### src/hw/ralu_pkg.sv
// remote ALU shared definitions
// widths, wire depth, decoded bus layout and opcode encodings
`default_nettype none

package ralu_pkg;

  // ------------------------------------------------------------
  // widths
  // ------------------------------------------------------------

  // operand and result width
  localparam int DATA_W = 16;
  // opcode width on the command input
  localparam int OP_W = 3;
  // decoded ALU function width
  localparam int ALU_OP_W = 3;
  // result counter width, wraps around
  localparam int CNT_W = 16;
  // register stages on the long wire between decode and execute
  localparam int WIRE_STAGES = 3;

  // ------------------------------------------------------------
  // decoded bus layout, lsb first
  // ------------------------------------------------------------

  // operand b sits at the bottom
  localparam int DEC_B_LSB = 0;
  localparam int DEC_A_LSB = DEC_B_LSB + DATA_W;
  // one bit flags an illegal command
  localparam int DEC_ILL_BIT = DEC_A_LSB + DATA_W;
  // ALU function on top
  localparam int DEC_OP_LSB = DEC_ILL_BIT + 1;
  // 3 + 1 + 2 x 16 = 36 bits across the wire
  localparam int DEC_W = DEC_OP_LSB + ALU_OP_W;

  // ------------------------------------------------------------
  // opcodes
  // ------------------------------------------------------------

  // command opcodes as driven from outside
  // codes 6 and 7 are illegal
  typedef enum logic [OP_W-1:0] {
    ADD = 3'd0,
    SUB = 3'd1,
    AND = 3'd2,
    XOR = 3'd3,
    ACC = 3'd4,
    CLR = 3'd5
  } cmd_op_e;

  // decoded ALU function, NOP marks an illegal command
  typedef enum logic [ALU_OP_W-1:0] {
    ALU_ADD = 3'd0,
    ALU_SUB = 3'd1,
    ALU_AND = 3'd2,
    ALU_XOR = 3'd3,
    ALU_ACC = 3'd4,
    ALU_CLR = 3'd5,
    ALU_NOP = 3'd7
  } alu_op_e;

endpackage

`default_nettype wire

### src/hw/ralu_cmd_decode.sv
// remote ALU command decode
// checks the opcode and registers the decoded fields behind a delayed valid_next
`timescale 1ns/1ps
`default_nettype none

module ralu_cmd_decode (
  input  logic                        clk,
  input  logic                        rst_n,
  // command arrives one cycle after this strobe
  input  logic                        cmd_valid_next,
  input  logic [ralu_pkg::OP_W-1:0]   cmd_op,
  input  logic [ralu_pkg::DATA_W-1:0] cmd_a,
  input  logic [ralu_pkg::DATA_W-1:0] cmd_b,
  // high one cycle before dec_bus holds the command
  output logic                        dec_valid_next,
  output logic [ralu_pkg::DEC_W-1:0]  dec_bus
);

  import ralu_pkg::*;

  // ------------------------------------------------------------
  // opcode decode
  // ------------------------------------------------------------

  alu_op_e alu_op;
  logic    illegal;

  always_comb begin
    // legal unless the default arm says otherwise
    illegal = 1'b0;
    case (cmd_op_e'(cmd_op))
      ADD: alu_op = ALU_ADD;
      SUB: alu_op = ALU_SUB;
      AND: alu_op = ALU_AND;
      XOR: alu_op = ALU_XOR;
      ACC: alu_op = ALU_ACC;
      CLR: alu_op = ALU_CLR;
      default: begin
        // codes 6 and 7 become a NOP that reports an error
        alu_op  = ALU_NOP;
        illegal = 1'b1;
      end
    endcase
  end

  // ------------------------------------------------------------
  // strobe and field registers
  // ------------------------------------------------------------

  // strobe moves one cycle, now lines up with the command data
  always_ff @(posedge clk or negedge rst_n) begin
    if (!rst_n) begin
      dec_valid_next <= 1'b0;
    end else begin
      dec_valid_next <= cmd_valid_next;
    end
  end

  // fields load only in the data cycle
  // so the wide register does not toggle on idle cycles
  always_ff @(posedge clk) begin
    if (dec_valid_next) begin
      dec_bus[DEC_OP_LSB +: ALU_OP_W] <= alu_op;
      dec_bus[DEC_ILL_BIT]            <= illegal;
      dec_bus[DEC_A_LSB +: DATA_W]    <= cmd_a;
      dec_bus[DEC_B_LSB +: DATA_W]    <= cmd_b;
    end
  end

  // ------------------------------------------------------------
  // checks
  // ------------------------------------------------------------

  // the sender must hold a clean opcode one cycle after its strobe
  cmd_op_known_a : assert property (
    @(posedge clk) disable iff (!rst_n)
    dec_valid_next |-> !$isunknown(cmd_op)
  );

endmodule

`default_nettype wire

### src/hw/ralu_delay_valid_next.sv
// valid_next delay line for the long wire
// datapath stages load only when the matching strobe says data arrives
`timescale 1ns/1ps
`default_nettype none

module ralu_delay_valid_next #(
  // bus width of at least 1 bit
  parameter int Width     = 1,
  // register stages where 0 gives a pass-through
  parameter int NumStages = 0
) (
  input  logic             clk,
  input  logic             rst_n,
  input  logic             in_valid_next,
  input  logic [Width-1:0] in_data,
  output logic             out_valid_next,
  output logic [Width-1:0] out_data
);

  // ------------------------------------------------------------
  // stage registers
  // ------------------------------------------------------------

  // index 0 is the input side
  logic             stage_vn   [NumStages+1];
  logic [Width-1:0] stage_data [NumStages+1];

  if (Width < 1 || NumStages < 0) begin : gen_bad_params
    $error("ralu_delay_valid_next needs Width >= 1 and NumStages >= 0");
  end

  assign stage_vn[0]   = in_valid_next;
  assign stage_data[0] = in_data;

  for (genvar i = 1; i <= NumStages; i++) begin : gen_stages
    // strobe stages carry reset
    always_ff @(posedge clk or negedge rst_n) begin
      if (!rst_n) begin
        stage_vn[i] <= 1'b0;
      end else begin
        stage_vn[i] <= stage_vn[i-1];
      end
    end

    // stage_vn[i] lines up with the data of stage i-1
    // hence it is the load enable here
    always_ff @(posedge clk) begin
      if (stage_vn[i]) begin
        stage_data[i] <= stage_data[i-1];
      end
    end
  end

  assign out_valid_next = stage_vn[NumStages];
  assign out_data       = stage_data[NumStages];

  // ------------------------------------------------------------
  // checks
  // ------------------------------------------------------------

  if (NumStages > 0) begin : gen_delay_chk
    // strobe arrives exactly NumStages cycles late
    valid_next_delay_a : assert property (
      @(posedge clk) disable iff (!rst_n)
      ##NumStages out_valid_next == $past(in_valid_next, NumStages)
    );
    // data follows its own strobe by one cycle as on the input
    data_delay_a : assert property (
      @(posedge clk) disable iff (!rst_n)
      in_valid_next |-> ##NumStages out_valid_next
        ##1 (out_data == $past(in_data, NumStages))
    );
  end

endmodule

`default_nettype wire

### src/hw/ralu_execute.sv
// remote ALU execute stage
// runs the decoded function, keeps the accumulator and registers the result
`timescale 1ns/1ps
`default_nettype none

module ralu_execute (
  input  logic                        clk,
  input  logic                        rst_n,
  // bus holds a command one cycle after this strobe
  input  logic                        in_valid_next,
  input  logic [ralu_pkg::DEC_W-1:0]  in_bus,
  // one-cycle result pulse
  output logic                        ex_valid,
  output logic [ralu_pkg::DATA_W-1:0] ex_data,
  output logic                        ex_err
);

  import ralu_pkg::*;

  // ------------------------------------------------------------
  // bus unpack
  // ------------------------------------------------------------

  // high while in_bus carries a command
  logic              bus_valid;
  alu_op_e           op;
  logic              illegal;
  logic [DATA_W-1:0] opa;
  logic [DATA_W-1:0] opb;

  assign op      = alu_op_e'(in_bus[DEC_OP_LSB +: ALU_OP_W]);
  assign illegal = in_bus[DEC_ILL_BIT];
  assign opa     = in_bus[DEC_A_LSB +: DATA_W];
  assign opb     = in_bus[DEC_B_LSB +: DATA_W];

  // ------------------------------------------------------------
  // ALU
  // ------------------------------------------------------------

  logic [DATA_W-1:0] acc;
  logic [DATA_W-1:0] acc_nxt;
  logic [DATA_W-1:0] data_nxt;
  logic              err_nxt;

  always_comb begin
    // defaults give the NOP result, 0 with accumulator held
    acc_nxt  = acc;
    data_nxt = '0;
    err_nxt  = 1'b0;
    if (illegal) begin
      err_nxt = 1'b1;
    end else begin
      case (op)
        // plain 16 bit wrap-around
        ALU_ADD: data_nxt = opa + opb;
        ALU_SUB: data_nxt = opa - opb;
        ALU_AND: data_nxt = opa & opb;
        ALU_XOR: data_nxt = opa ^ opb;
        ALU_ACC: begin
          // returns the updated sum
          acc_nxt  = acc + opa;
          data_nxt = acc + opa;
        end
        ALU_CLR: begin
          acc_nxt  = '0;
          data_nxt = '0;
        end
        // NOP or a code decode never emits
        default: err_nxt = 1'b1;
      endcase
    end
  end

  // ------------------------------------------------------------
  // registers
  // ------------------------------------------------------------

  // accumulator moves only on a real command
  always_ff @(posedge clk or negedge rst_n) begin
    if (!rst_n) begin
      bus_valid <= 1'b0;
      ex_valid  <= 1'b0;
      acc       <= '0;
    end else begin
      bus_valid <= in_valid_next;
      ex_valid  <= bus_valid;
      if (bus_valid) begin
        acc <= acc_nxt;
      end
    end
  end

  // result payload
  always_ff @(posedge clk) begin
    if (bus_valid) begin
      ex_data <= data_nxt;
      ex_err  <= err_nxt;
    end
  end

  // a lone command upstream gives a single-cycle pulse here
  ex_valid_single_a : assert property (
    @(posedge clk) disable iff (!rst_n)
    (ex_valid && !$past(in_valid_next)) |=> !ex_valid
  );

endmodule

`default_nettype wire

### src/hw/ralu_result.sv
// remote ALU result stage
// output register, sticky error flag and wrap-around result counter
`timescale 1ns/1ps
`default_nettype none

module ralu_result (
  input  logic                        clk,
  input  logic                        rst_n,
  input  logic                        ex_valid,
  input  logic                        ex_err,
  input  logic [ralu_pkg::DATA_W-1:0] ex_data,
  output logic                        res_valid,
  output logic                        res_err,
  output logic                        err_seen,
  output logic [ralu_pkg::DATA_W-1:0] res_data,
  output logic [ralu_pkg::CNT_W-1:0]  res_count
);

  import ralu_pkg::*;

  // ------------------------------------------------------------
  // control state
  // ------------------------------------------------------------

  always_ff @(posedge clk or negedge rst_n) begin
    if (!rst_n) begin
      res_valid <= 1'b0;
      err_seen  <= 1'b0;
      res_count <= '0;
    end else begin
      // one pulse per result
      res_valid <= ex_valid;
      // sticky, only reset clears it
      if (ex_valid && ex_err) begin
        err_seen <= 1'b1;
      end
      // count wraps at 2**CNT_W
      if (ex_valid) begin
        res_count <= res_count + CNT_W'(1);
      end
    end
  end

  // ------------------------------------------------------------
  // output payload
  // ------------------------------------------------------------

  // held between results
  always_ff @(posedge clk) begin
    if (ex_valid) begin
      res_data <= ex_data;
      res_err  <= ex_err;
    end
  end

  // ------------------------------------------------------------
  // checks
  // ------------------------------------------------------------

  // counter steps by one with each pulse and holds otherwise
  count_step_a : assert property (
    @(posedge clk) disable iff (!rst_n)
    res_count == CNT_W'($past(res_count) + CNT_W'(res_valid))
  );

endmodule

`default_nettype wire

### src/hw/ralu_top.sv
// remote ALU top level
// decode, long wire delay, execute and result in one fixed-latency pipe
`timescale 1ns/1ps
`default_nettype none

module ralu_top (
  input  logic                        clk,
  input  logic                        rst_n,
  // command side, data one cycle after the strobe
  input  logic                        cmd_valid_next,
  input  logic [ralu_pkg::OP_W-1:0]   cmd_op,
  input  logic [ralu_pkg::DATA_W-1:0] cmd_a,
  input  logic [ralu_pkg::DATA_W-1:0] cmd_b,
  // result side
  output logic                        res_valid,
  output logic [ralu_pkg::DATA_W-1:0] res_data,
  output logic                        res_err,
  output logic                        err_seen,
  output logic [ralu_pkg::CNT_W-1:0]  res_count
);

  import ralu_pkg::*;

  // ------------------------------------------------------------
  // interconnect
  // ------------------------------------------------------------

  // decode out
  logic              dec_valid_next;
  logic [DEC_W-1:0]  dec_bus;
  // far end of the wire
  logic              wire_valid_next;
  logic [DEC_W-1:0]  wire_bus;
  // execute out
  logic              ex_valid;
  logic [DATA_W-1:0] ex_data;
  logic              ex_err;

  ralu_cmd_decode ralu_cmd_decode_inst (
    .clk            (clk),
    .rst_n          (rst_n),
    .cmd_valid_next (cmd_valid_next),
    .cmd_op         (cmd_op),
    .cmd_a          (cmd_a),
    .cmd_b          (cmd_b),
    .dec_valid_next (dec_valid_next),
    .dec_bus        (dec_bus)
  );

  // long wire, WIRE_STAGES cycles
  ralu_delay_valid_next #(
    .Width     (DEC_W),
    .NumStages (WIRE_STAGES)
  ) ralu_wire_delay_inst (
    .clk            (clk),
    .rst_n          (rst_n),
    .in_valid_next  (dec_valid_next),
    .in_data        (dec_bus),
    .out_valid_next (wire_valid_next),
    .out_data       (wire_bus)
  );

  ralu_execute ralu_execute_inst (
    .clk           (clk),
    .rst_n         (rst_n),
    .in_valid_next (wire_valid_next),
    .in_bus        (wire_bus),
    .ex_valid      (ex_valid),
    .ex_data       (ex_data),
    .ex_err        (ex_err)
  );

  ralu_result ralu_result_inst (
    .clk       (clk),
    .rst_n     (rst_n),
    .ex_valid  (ex_valid),
    .ex_err    (ex_err),
    .ex_data   (ex_data),
    .res_valid (res_valid),
    .res_err   (res_err),
    .err_seen  (err_seen),
    .res_data  (res_data),
    .res_count (res_count)
  );

endmodule

`default_nettype wire

### config.mk
export PLATFORM = sky130hd
export DESIGN_NAME = ralu_top
export DESIGN_NICKNAME = d
export VERILOG_FILES = /design/src/hw/ralu_pkg.sv /design/src/hw/ralu_cmd_decode.sv /design/src/hw/ralu_delay_valid_next.sv /design/src/hw/ralu_execute.sv /design/src/hw/ralu_result.sv /design/src/hw/ralu_top.sv
export SDC_FILE = /design/constraint.sdc
export NUM_CORES = 1
export LEC_CHECK = 0
export BUFFER_PORTS_ARGS = -buffer_cell sky130_fd_sc_hd__buf_2
export CELL_PAD_IN_SITES_DETAIL_PLACEMENT = 1
export CELL_PAD_IN_SITES_GLOBAL_PLACEMENT = 1
export CORE_MARGIN = 2
export CORE_UTILIZATION = 50
export DETAILED_ROUTE_END_ITERATION = 8
export HOLD_SLACK_MARGIN = 0.15
export PLACE_DENSITY = 0.76
export SKIP_CTS_REPAIR_TIMING = 1
export SYNTH_ARGS = -nofsm -noshare
export SYNTH_HDL_FRONTEND = slang
export SYNTH_SLANG_ARGS = --single-unit
### constraint.sdc
create_clock -name clk -period 5.15 [get_ports clk]
set_clock_uncertainty 0.2 [all_clocks]
set_input_delay 1.545 -clock clk [delete_from_list [all_inputs] [get_ports clk]]
set_output_delay 1.545 -clock clk [all_outputs]
set_load 0.005 [all_outputs]
## After elaboration in Yosys (flattened, before gate mapping)

Cells that the tools add are included.

- Register bits after elaboration: 218
- ROM bits: 0
- Memory bits (writable): 0
- Bits of input ports: 38
- Output and inout port bits: 35
- Word-level logic and storage cells: 47
- Bits in latches: 0
- Memories: 0

- Order comparisons: 0
- Muxes and demuxes: 5
- Div/mod/pow operators: 0
- Bitwise operators: 3
- Shift-type cells: 0
- Equal/unequal tests: 10
- $mul: 0
- Reduce and logical (&&, ||, !) cells: 7
- Add/sub/neg operators: 4

Operator list:

| operator | count |
|---|---|
| $pmux W16 S5 | 1 |
| $add A16 B16 Y16 | 2 |
| $pmux W16 S2 | 1 |
| $pmux W3 S6 | 1 |
| $add A16 B1 Y16 const B | 1 |
| $and A16 B16 Y16 | 1 |
| $sub A16 B16 Y16 | 1 |
| $xor A16 B16 Y16 | 1 |
| $eq A3 B2 Y1 const B | 4 |
| $eq A3 B3 Y1 const B | 4 |
| $reduce_or A6 Y1 | 2 |
| $eq A3 B1 Y1 const B | 2 |
| $logic_not A3 Y1 | 2 |
| $reduce_and A3 Y1 | 1 |
| $mux W1 | 2 |
| $reduce_bool A2 Y1 | 1 |
| $logic_and A1 B1 Y1 | 1 |
| $not A1 Y1 | 1 |

## Logic depth before layout (Yosys ltp)

Gate-level depths: netlist of the first run.

- Depth after elaboration: 3
- Gate-level depth with buffers: 14
- Mapped depth without buffers: 14

## Cells and area by module

From an unflattened synthesis of the first run, not the netlist that was laid out.

- Cell total of the unflattened synthesis: 693
- Area, all modules: 9734.3 um2

Modules (own cells, without submodules):

| module | cells an instance | sequential area each (um2) | times used | area an instance (um2) |
|---|---|---|---|---|
| ralu_execute | 423 | 960.9 | 1 | 3722.3 |
| ralu_delay_valid_next | 147 | 3318.2 | 1 | 3588.4 |
| ralu_result | 82 | 960.9 | 1 | 1296.2 |
| ralu_cmd_decode | 41 | 1106.1 | 1 | 1127.3 |

## Worst setup path after synthesis of the first run

Ideal clock, no wire load.

- Kind: flip-flop to flip-flop
- Start point: register ralu_wire_delay_inst.stage_data (netlist bit ralu_wire_delay_inst.out_data[2])
- End point: register ralu_execute_inst.ex_data[15] (netlist bit), data pin
- Slack: 1.594 ns
- Cell stages (with the launch flop): 15
- Arrival: 3.090 ns
- Period minus slack after synthesis: 3.556 ns
- Data required time: 4.684 ns
- Buffers on the path: 0
- Library setup time: 0.266 ns
- Cells stage by stage: edfxtp_1 -> or3_4 -> nor4_1 -> nand2_1 -> nor2_1 -> a21oi_1 -> xnor2_1 -> ha_1 -> a21o_1 -> a21o_1 -> a221o_1 -> a31o_1 -> xnor2_1 -> a222oi_1 -> nor2_1

- Longest elaborated chain between the ends: 2
- Elaborated cells between the ends (all ways): 3
- Those cells by class: add/sub: 2; mux: 1

Ends and longest elaborated chain:

| what | line | RTL |
|---|---|---|
| start: declaration | ralu_delay_valid_next.sv:26 | `logic [Width-1:0] stage_data [NumStages+1];` |
| start signal: indexed assignment | ralu_delay_valid_next.sv:49 | `stage_data[i] <= stage_data[i-1];` |
| $sub A16 B16 Y16 / $add A16 B16 Y16 (equally long branches) | ralu_execute.sv:56, ralu_execute.sv:55 |  |
| $pmux W16 S5 (*) | ralu_execute.sv:53 | `case (op)` |
| end signal: assignment | ralu_execute.sv:96 | `ex_data <= data_nxt;` |
| end: declaration | ralu_execute.sv:14 | `output logic [ralu_pkg::DATA_W-1:0] ex_data,` |

Every way passes the cells marked *; elsewhere a longest branch is shown, timed or not.
A chain may end at the register's enable or synchronous reset.

## Worst setup path in the final report of the first run

- Start point: register ralu_wire_delay_inst.stage_data (netlist bit ralu_wire_delay_inst.out_data[35])
- End point: register ralu_execute_inst.ex_data[12] (netlist bit), data pin

- Longest elaborated chain between the ends: 2
- Elaborated cells between the ends (all ways): 6
- Those cells by class: eq/ne: 4; mux: 1; reduce/logical: 1

Ends and longest elaborated chain:

| what | line |
|---|---|
| $eq A3 B3 Y1, or another cell as far along | ralu_execute.sv:53 |
| $pmux W16 S5 (*) | ralu_execute.sv:53 |

Marked as above.

==> metrics.txt, run 1 <==
gr ovfl total 0; die area 19910 um^2; Leakage Power 4.251 nW; Post-Route WL 20040 um; Clock Sinks 218; slowest stage delay, CP 590 ps; largest net degree at the start of global routing 41; Max Used Layer met4; final setup margin 1245 ps; # DRC 0; crit-path leading delay family compound AO/OA/AOI/OAI gates; Antenna Violating Nets Remaining 0; sequential share of the synthesized area 67.52%; Placer Congestion 0.8760; 1st-pass router iterations 6; Initial Util 50.59%; EDFF count, synth 178; CP max-delay cell edfxtp_1; Core ar. 18580 um^2; worst slack, placed 1248 ps; FFs w/ async S/R, synth 18.35%; fillers 1758; CP cell instances nor2_1 -> buf_4 -> and2_1 -> nor2_1 -> xnor2_1 -> ha_1 -> nor2b_1 -> o31a_1 -> o211ai_1 -> a21oi_1 -> o31ai_1 -> xor2_1 -> o22ai_1; Post-Layout Cell Count 984; vias after detailed routing 5507; Synth Net Count 735; ys flop type edfxtp_1; IO buf count 72; WP data required 5200 ps; met3 wire len 592 um; Hold Path Class flip-flop to flip-flop; clk buf depth 3; crit-path max FO 16; number of synthesized register bits 218; DR WL met2 9952 um; CP bufs+invs 1; Synth Cell Area 9399 um^2; first-pass GRT wire length 32400 um; worst-margin pin slew 1182 ps; Nets 821; I/O Pins 73; hold_ws 200.3 ps; FF+latch area 6346 um^2; chip height 141.1 um; area leader, netlist edfxtp_1; total CTS buffers 23; dpl cells 942; Die Wd 141.1 um; fmax 256.1 MHz; minimum clock period 3905 ps; final HPWL from detailed placement 14430 um; CTS tree built; Total GRT Usage 20.86%; max-cap violation count 0; worst-skew pair later-pin latency 510 ps; DRT iter0 DRCs 195; Avg Cell Area, Syn 14.53 um^2; max-slew violations 0; CP arrival 3960 ps; htree depth 1; top-area cell type share of the netlist area 56.87%; final setup fails 0; cell count after synthesis 647; area occupied by multi-input gates 2943 um^2; CTS root buf clkbuf_16; status completed; Routed WL per cell 20.36 um; Startpoint Class flip-flop; final instance area 10790 um^2; Peak VDD IR 0.3302 mV; Core Util, Final 58.07%; slew margin rel. 20.91%; Synthesis Warnings 0; setup TNS 0 ps; Vias/cell 5.597; power density cells 431.0 nW/um^2; most used cell, CP nor2_1; initial antenna violation count 0; Tot Pwr 4.650 mW; Layout area overhead 14.79%; clock-pin slew on the worst setup and hold paths 70 ps; Final period util 75.83%; number of global-route vias before repair 5962; Worst setup EP type flip-flop; Rows 50; Hold Fails Final Rpt 0; Synth area leaders edfxtp_1 57%, dfrtp_1 11%, ha_1 6.4%; Crit Path Category flip-flop to flip-flop; DRT met1 WL 9129 um; RSZ-0062 raised after global routing no; Synth cell types 65; dpl cell area 10030 um^2; ANT cells 0; layout cell share with drive strength beyond 1 17.07%
worst reg2reg max path, delay by kind of cell (launching register included):
family,cells,cell delay (ps)
DFF,1,590
AOI/OAI and AO/OA,5,1100
xor gates and xnor gates,2,330
adders and majority gates,1,350
buffers and inverters,1,200
and+or+nand+nor,4,870
cells in the mapped netlist, types with 3 or more instances:
| master | instances |
|---|---|
| edfxtp_1 | 178 |
| ha_1 | 48 |
| nor2_1 | 45 |
| dfrtp_1 | 40 |
| xnor2_1 | 40 |
| a21oi_1 | 36 |
| nand2_1 | 29 |
| clkbuf_1 | 14 |
| nor3_1 | 14 |
| a22o_1 | 13 |
| nand3_1 | 13 |
| xor2_1 | 13 |
| a21o_1 | 12 |
| inv_1 | 12 |
| mux2i_1 | 11 |
| nor2b_1 | 11 |
| o21ai_0 | 10 |
| a31oi_1 | 9 |
| and2_1 | 6 |
| nand4_1 | 6 |
| mux2_2 | 5 |
| o21a_1 | 5 |
| o31ai_1 | 5 |
| nand3b_1 | 4 |
| o211ai_1 | 4 |
| or2_2 | 4 |
| and3_1 | 3 |
| o21ai_1 | 3 |
| o22ai_1 | 3 |
| o31a_1 | 3 |
| or4_1 | 3 |
routing by layer:
| layer | global-route usage, % | vias up |
|---|---|---|
| met3 | 2.921 | 24 |
| li1 | - | 2640 |
| met5 | 0 | - |
| met4 | 4.632 | 0 |
| met1 | 28.25 | 2739 |
| met2 | 36.15 | 104 |
path summary, 6_finish.rpt:
kind,from,to,slack [ps],cells after the start
setup reg to reg,ralu_wire_delay_inst.out_data[35],ralu_execute_inst.ex_data[12],1240,13
setup / recovery,ralu_wire_delay_inst.out_data[35],ralu_execute_inst.ex_data[12],1240,13
hold reg to reg,ralu_wire_delay_inst.stage_data[66],ralu_wire_delay_inst.out_data[30],200,0
hold / removal,ralu_wire_delay_inst.stage_data[66],ralu_wire_delay_inst.out_data[30],200,0
max in group asynchronous,rst_n,ralu_result_inst.res_count[0],3010,1
min in group asynchronous,rst_n,ralu_wire_delay_inst.stage_vn[2],1040,1
power by group:
group          internal [mW]  switching (mW)
registers               2.08           0.113
logic                  0.356           0.473
clock network          0.959           0.672
total                   3.39            1.26
state kept, by name, indices dropped and copies added (netlist names):
signal and flops:
ralu_execute_inst.ex_err 1, ralu_result_inst.res_valid 1, ralu_wire_delay_inst.out_data 36, ralu_cmd_decode_inst.dec_bus 36, ralu_execute_inst.ex_valid 1, ralu_cmd_decode_inst.dec_valid_next 1, ralu_wire_delay_inst.stage_vn 2, ralu_wire_delay_inst.stage_data 72
ralu_result_inst.res_err 1, ralu_execute_inst.ex_data 16, ralu_execute_inst.acc 16, ralu_wire_delay_inst.out_valid_next 1, ralu_result_inst.res_data 16, ralu_execute_inst.bus_valid 1, ralu_result_inst.res_count 16, ralu_result_inst.err_seen 1
layout make-up:
cell class | count | area share [%]
flip-flops and latches | 218 | 58.82
multi-input cells | 400 | 27.28
clock buffers | 33 | 6.158
repair buffers | 78 | 3.757
well taps | 234 | 2.714
clock inverters | 9 | 0.8582
inverters | 12 | 0.4175
cell families (layout without fill, tap and decap cells):
| kind of cell | after synthesis | in the layout | synth area share [%] |
|---|---|---|---|
| XOR/XNOR | 53 | 53 | 4.939 |
| adder cells (fa/ha/maj) | 50 | 50 | 6.816 |
| flip-flops | 218 | 218 | 67.52 |
| AND/OR/NAND/NOR | 149 | 149 | 7.841 |
| multiplexers | 17 | 17 | 1.890 |
| buffers and inverters | 29 | 132 | 1.171 |
| AO/OA/AOI/OAI | 131 | 131 | 9.825 |
cell usage in the layout, fill, tap and decap left out, drive strengths merged, types with 4 or more instances in the layout:
master,instances
nand2,29
mux2,6
nor2b,11
xnor2,40
and2,6
nor3,14
nand3,13
o21a,5
o211ai,4
mux2i,11
nand3b,4
ha,48
a21oi,36
a31oi,9
a21o,12
inv,15
o31ai,5
a22o,13
clkbuf,33
buf,78
nand4,6
or2,5
edfxtp,178
xor2,13
nor2,45
dfrtp,40
o21ai,13
(Power assumes the default switching activity.)
==> run 2, diff against run 1 <==
--- a/config.mk
+++ b/config.mk
@@ -9,10 +9,10 @@
 export CELL_PAD_IN_SITES_DETAIL_PLACEMENT = 1
 export CELL_PAD_IN_SITES_GLOBAL_PLACEMENT = 1
 export CORE_MARGIN = 2
-export CORE_UTILIZATION = 50
+export CORE_UTILIZATION = 45
 export DETAILED_ROUTE_END_ITERATION = 8
 export HOLD_SLACK_MARGIN = 0.15
-export PLACE_DENSITY = 0.76
+export PLACE_DENSITY = 0.72
 export SKIP_CTS_REPAIR_TIMING = 1
 export SYNTH_ARGS = -nofsm -noshare
 export SYNTH_HDL_FRONTEND = slang
==> constraint.sdc (replaced) <==
create_clock -name clk -period 3.5 [get_ports clk]
set_clock_uncertainty 0.2 [all_clocks]
set_input_delay 1.05 -clock clk [delete_from_list [all_inputs] [get_ports clk]]
set_output_delay 1.05 -clock clk [all_outputs]
set_load 0.005 [all_outputs]
==> run 2 against run 1 <==
The flow now finishes with violations (setup timing); routed wire length rose by 2.4%; via count rose by 3.7%; global-route usage fell by 1.7 points; hold slack improved by 10 ps; clock power rose by 47%; sequential power rose by 47%.
==> metrics.txt, run 2 (synthesis gave the netlist of run 1 again) <==
status finished with violations; failing checks setup timing; largest net degree at the start of global routing 41 (unchanged); IO buf count 72 (unchanged); Tot Pwr 6.941 mW (+49%); max-slew violations 0 (unchanged); CTS root buf clkbuf_16; Reg with most FFs ralu_wire_delay_inst.stage_data; most frequent cells in the layout 178 x edfxtp_1, 72 x buf_2, 54 x buf_4, 47 x ha_1, 42 x nor2_1; Placer Congestion 0.8825 (+0.74%); die area 22060 um^2 (+11%); Core Util, Final 55.46% (-2.6 points); worst-skew pair later-pin latency 520 ps (about the same); Total GRT Usage 19.15% (-1.7 points); Worst setup EP type flip-flop; dpl cell area 10430 um^2 (+4.0%); DRT iter0 DRCs 170 (-13%); final HPWL from detailed placement 15290 um (+6.0%); Layout area overhead 20.15%; Die Wd 148.5 um (+5.3%); Peak VDD IR 0.4195 mV (+27%); Rows 52 (+4.0%); max-cap violation count 0 (unchanged); Antenna Violating Nets Remaining 0 (unchanged); Startpoint Class flip-flop; worst-margin pin slew 1045 ps (-137.0 ps); fillers 2002 (+14%); number of global-route vias before repair 6139 (+3.0%); final setup fails 1 (+1); total CTS buffers 23 (unchanged); htree depth 1 (unchanged); Hold Fails Final Rpt 0 (unchanged); Crit Path Category flip-flop to flip-flop; slowest stage delay, CP 410 ps (-180 ps); slew margin rel. 30.34% (+9.4 points); # DRC 0 (unchanged); Routed WL per cell 19.21 um (-5.7%); first-pass GRT wire length 33110 um (+2.2%); Final period util 101.5% (+26 points); power density cells 614.6 nW/um^2 (+43%); max FFs per register 72 (unchanged); RSZ-0062 raised after global routing yes; final instance area 11290 um^2 (+4.7%); Initial Util 46.15% (-4.4 points); Clock Sinks 218 (unchanged); initial antenna violation count 0 (unchanged); CP cell instances or3_4 -> nor4_4 -> nand2_2 -> nor2_2 -> a21oi_2 -> xnor2_1 -> ha_1 -> a21o_1 -> a21o_1 -> a221o_1 -> a31o_1 -> xnor2_1 -> a222oi_1 -> nor2_1; 1st-pass router iterations 4 (-2); Core ar. 20360 um^2 (+9.6%); ANT cells 0 (unchanged); Nets 869 (+5.8%); chip height 148.5 um (+5.3%); Post-Route WL 20510 um (+2.4%); Vias/cell 5.349 (-4.4%); gr ovfl total 0 (unchanged); crit-path max FO 2 (-14); fmax 281.5 MHz (+9.9%); worst slack, placed -159.7 ps (-1407 ps); clock-pin slew on the worst setup and hold paths 60 ps (about the same); CTS tree built; vias after detailed routing 5713 (+3.7%); final setup margin -52.83 ps (-1298 ps); minimum clock period 3553 ps (-352.4 ps); Hold Path Class flip-flop to flip-flop; clk buf depth 3 (unchanged); Leakage Power 4.490 nW (+5.6%); commonest non-fill, non-tap cell in the layout edfxtp_1; CP max-delay cell or3_4; layout cell share with drive strength beyond 1 24.31% (+7.2 points); CP arrival 3590 ps (-370 ps); WP data required 3540 ps (-1660 ps); I/O Pins 73 (unchanged)
-- run 2: final cells by class --
cell class / instances / area [um^2] / share of cell area [%]
inverter: 12 / 45.04 / 0.3988
clock inverter: 14 / 158.9 / 1.407
tap: 270 / 337.8 / 2.991
multi-input combinational: 400 / 3045 / 26.97
clock buffer: 28 / 594.3 / 5.263
timing repair buffer: 126 / 765.7 / 6.780
sequential: 218 / 6346 / 56.19
-- run 2: per-layer routing --
metal	GRT usage [%]	share of wire, %	vias up	routed length [um]
met4	4.714	2.0	0	415
met3	3.129	3.8	39	773
met2	34.49	50	119	10320
li1	-	-	2738	-
met1	24.22	44	2817	9004
met5	0	0	-	0
-- run 2: final timing paths --
path / start / end / slack, ps / depth (start not counted)
setup / recovery: ralu_wire_delay_inst.out_data[2] / ralu_execute_inst.ex_data[15] / -50 / 14
hold / removal: ralu_wire_delay_inst.stage_data[73] / ralu_wire_delay_inst.stage_data[37] / 210 / 0
setup reg to reg: ralu_wire_delay_inst.out_data[2] / ralu_execute_inst.ex_data[15] / -50 / 14
hold reg to reg: ralu_wire_delay_inst.stage_data[73] / ralu_wire_delay_inst.stage_data[37] / 210 / 0
max in group asynchronous: rst_n / ralu_result_inst.res_count[10] / 1930 / 1
min in group asynchronous: rst_n / ralu_execute_inst.acc[14] / 510 / 1
-- run 2: through the flow --
stage | setup TNS [ps] | hold WS [ps] | std cells
after floorplan | 0 | 200.3 | 647
after global placement | -98.06 | 200.6 | 1024
after detailed placement | -159.7 | 206.1 | 1024
after CTS | -196.9 | 215.9 | 1066
after global routing | -440.6 | 218.7 | 1068
final | -52.83 | 210.6 | 1068
-- run 2: where the power goes --
group          internal, mW  switching, mW
logic                 0.594          0.746
registers              3.06          0.149
clock network          1.44          0.957
total                  5.09           1.85
-- run 2: worst max-delay path: cells and delay by family (launching register included) --
kind / cells / cell delay [ps]
adder cells (fa/ha/maj): 1 / 300
XOR/XNOR: 2 / 260
AND/OR/NAND/NOR: 5 / 890
AO/OA/AOI/OAI: 6 / 1230
flip-flops: 1 / 400
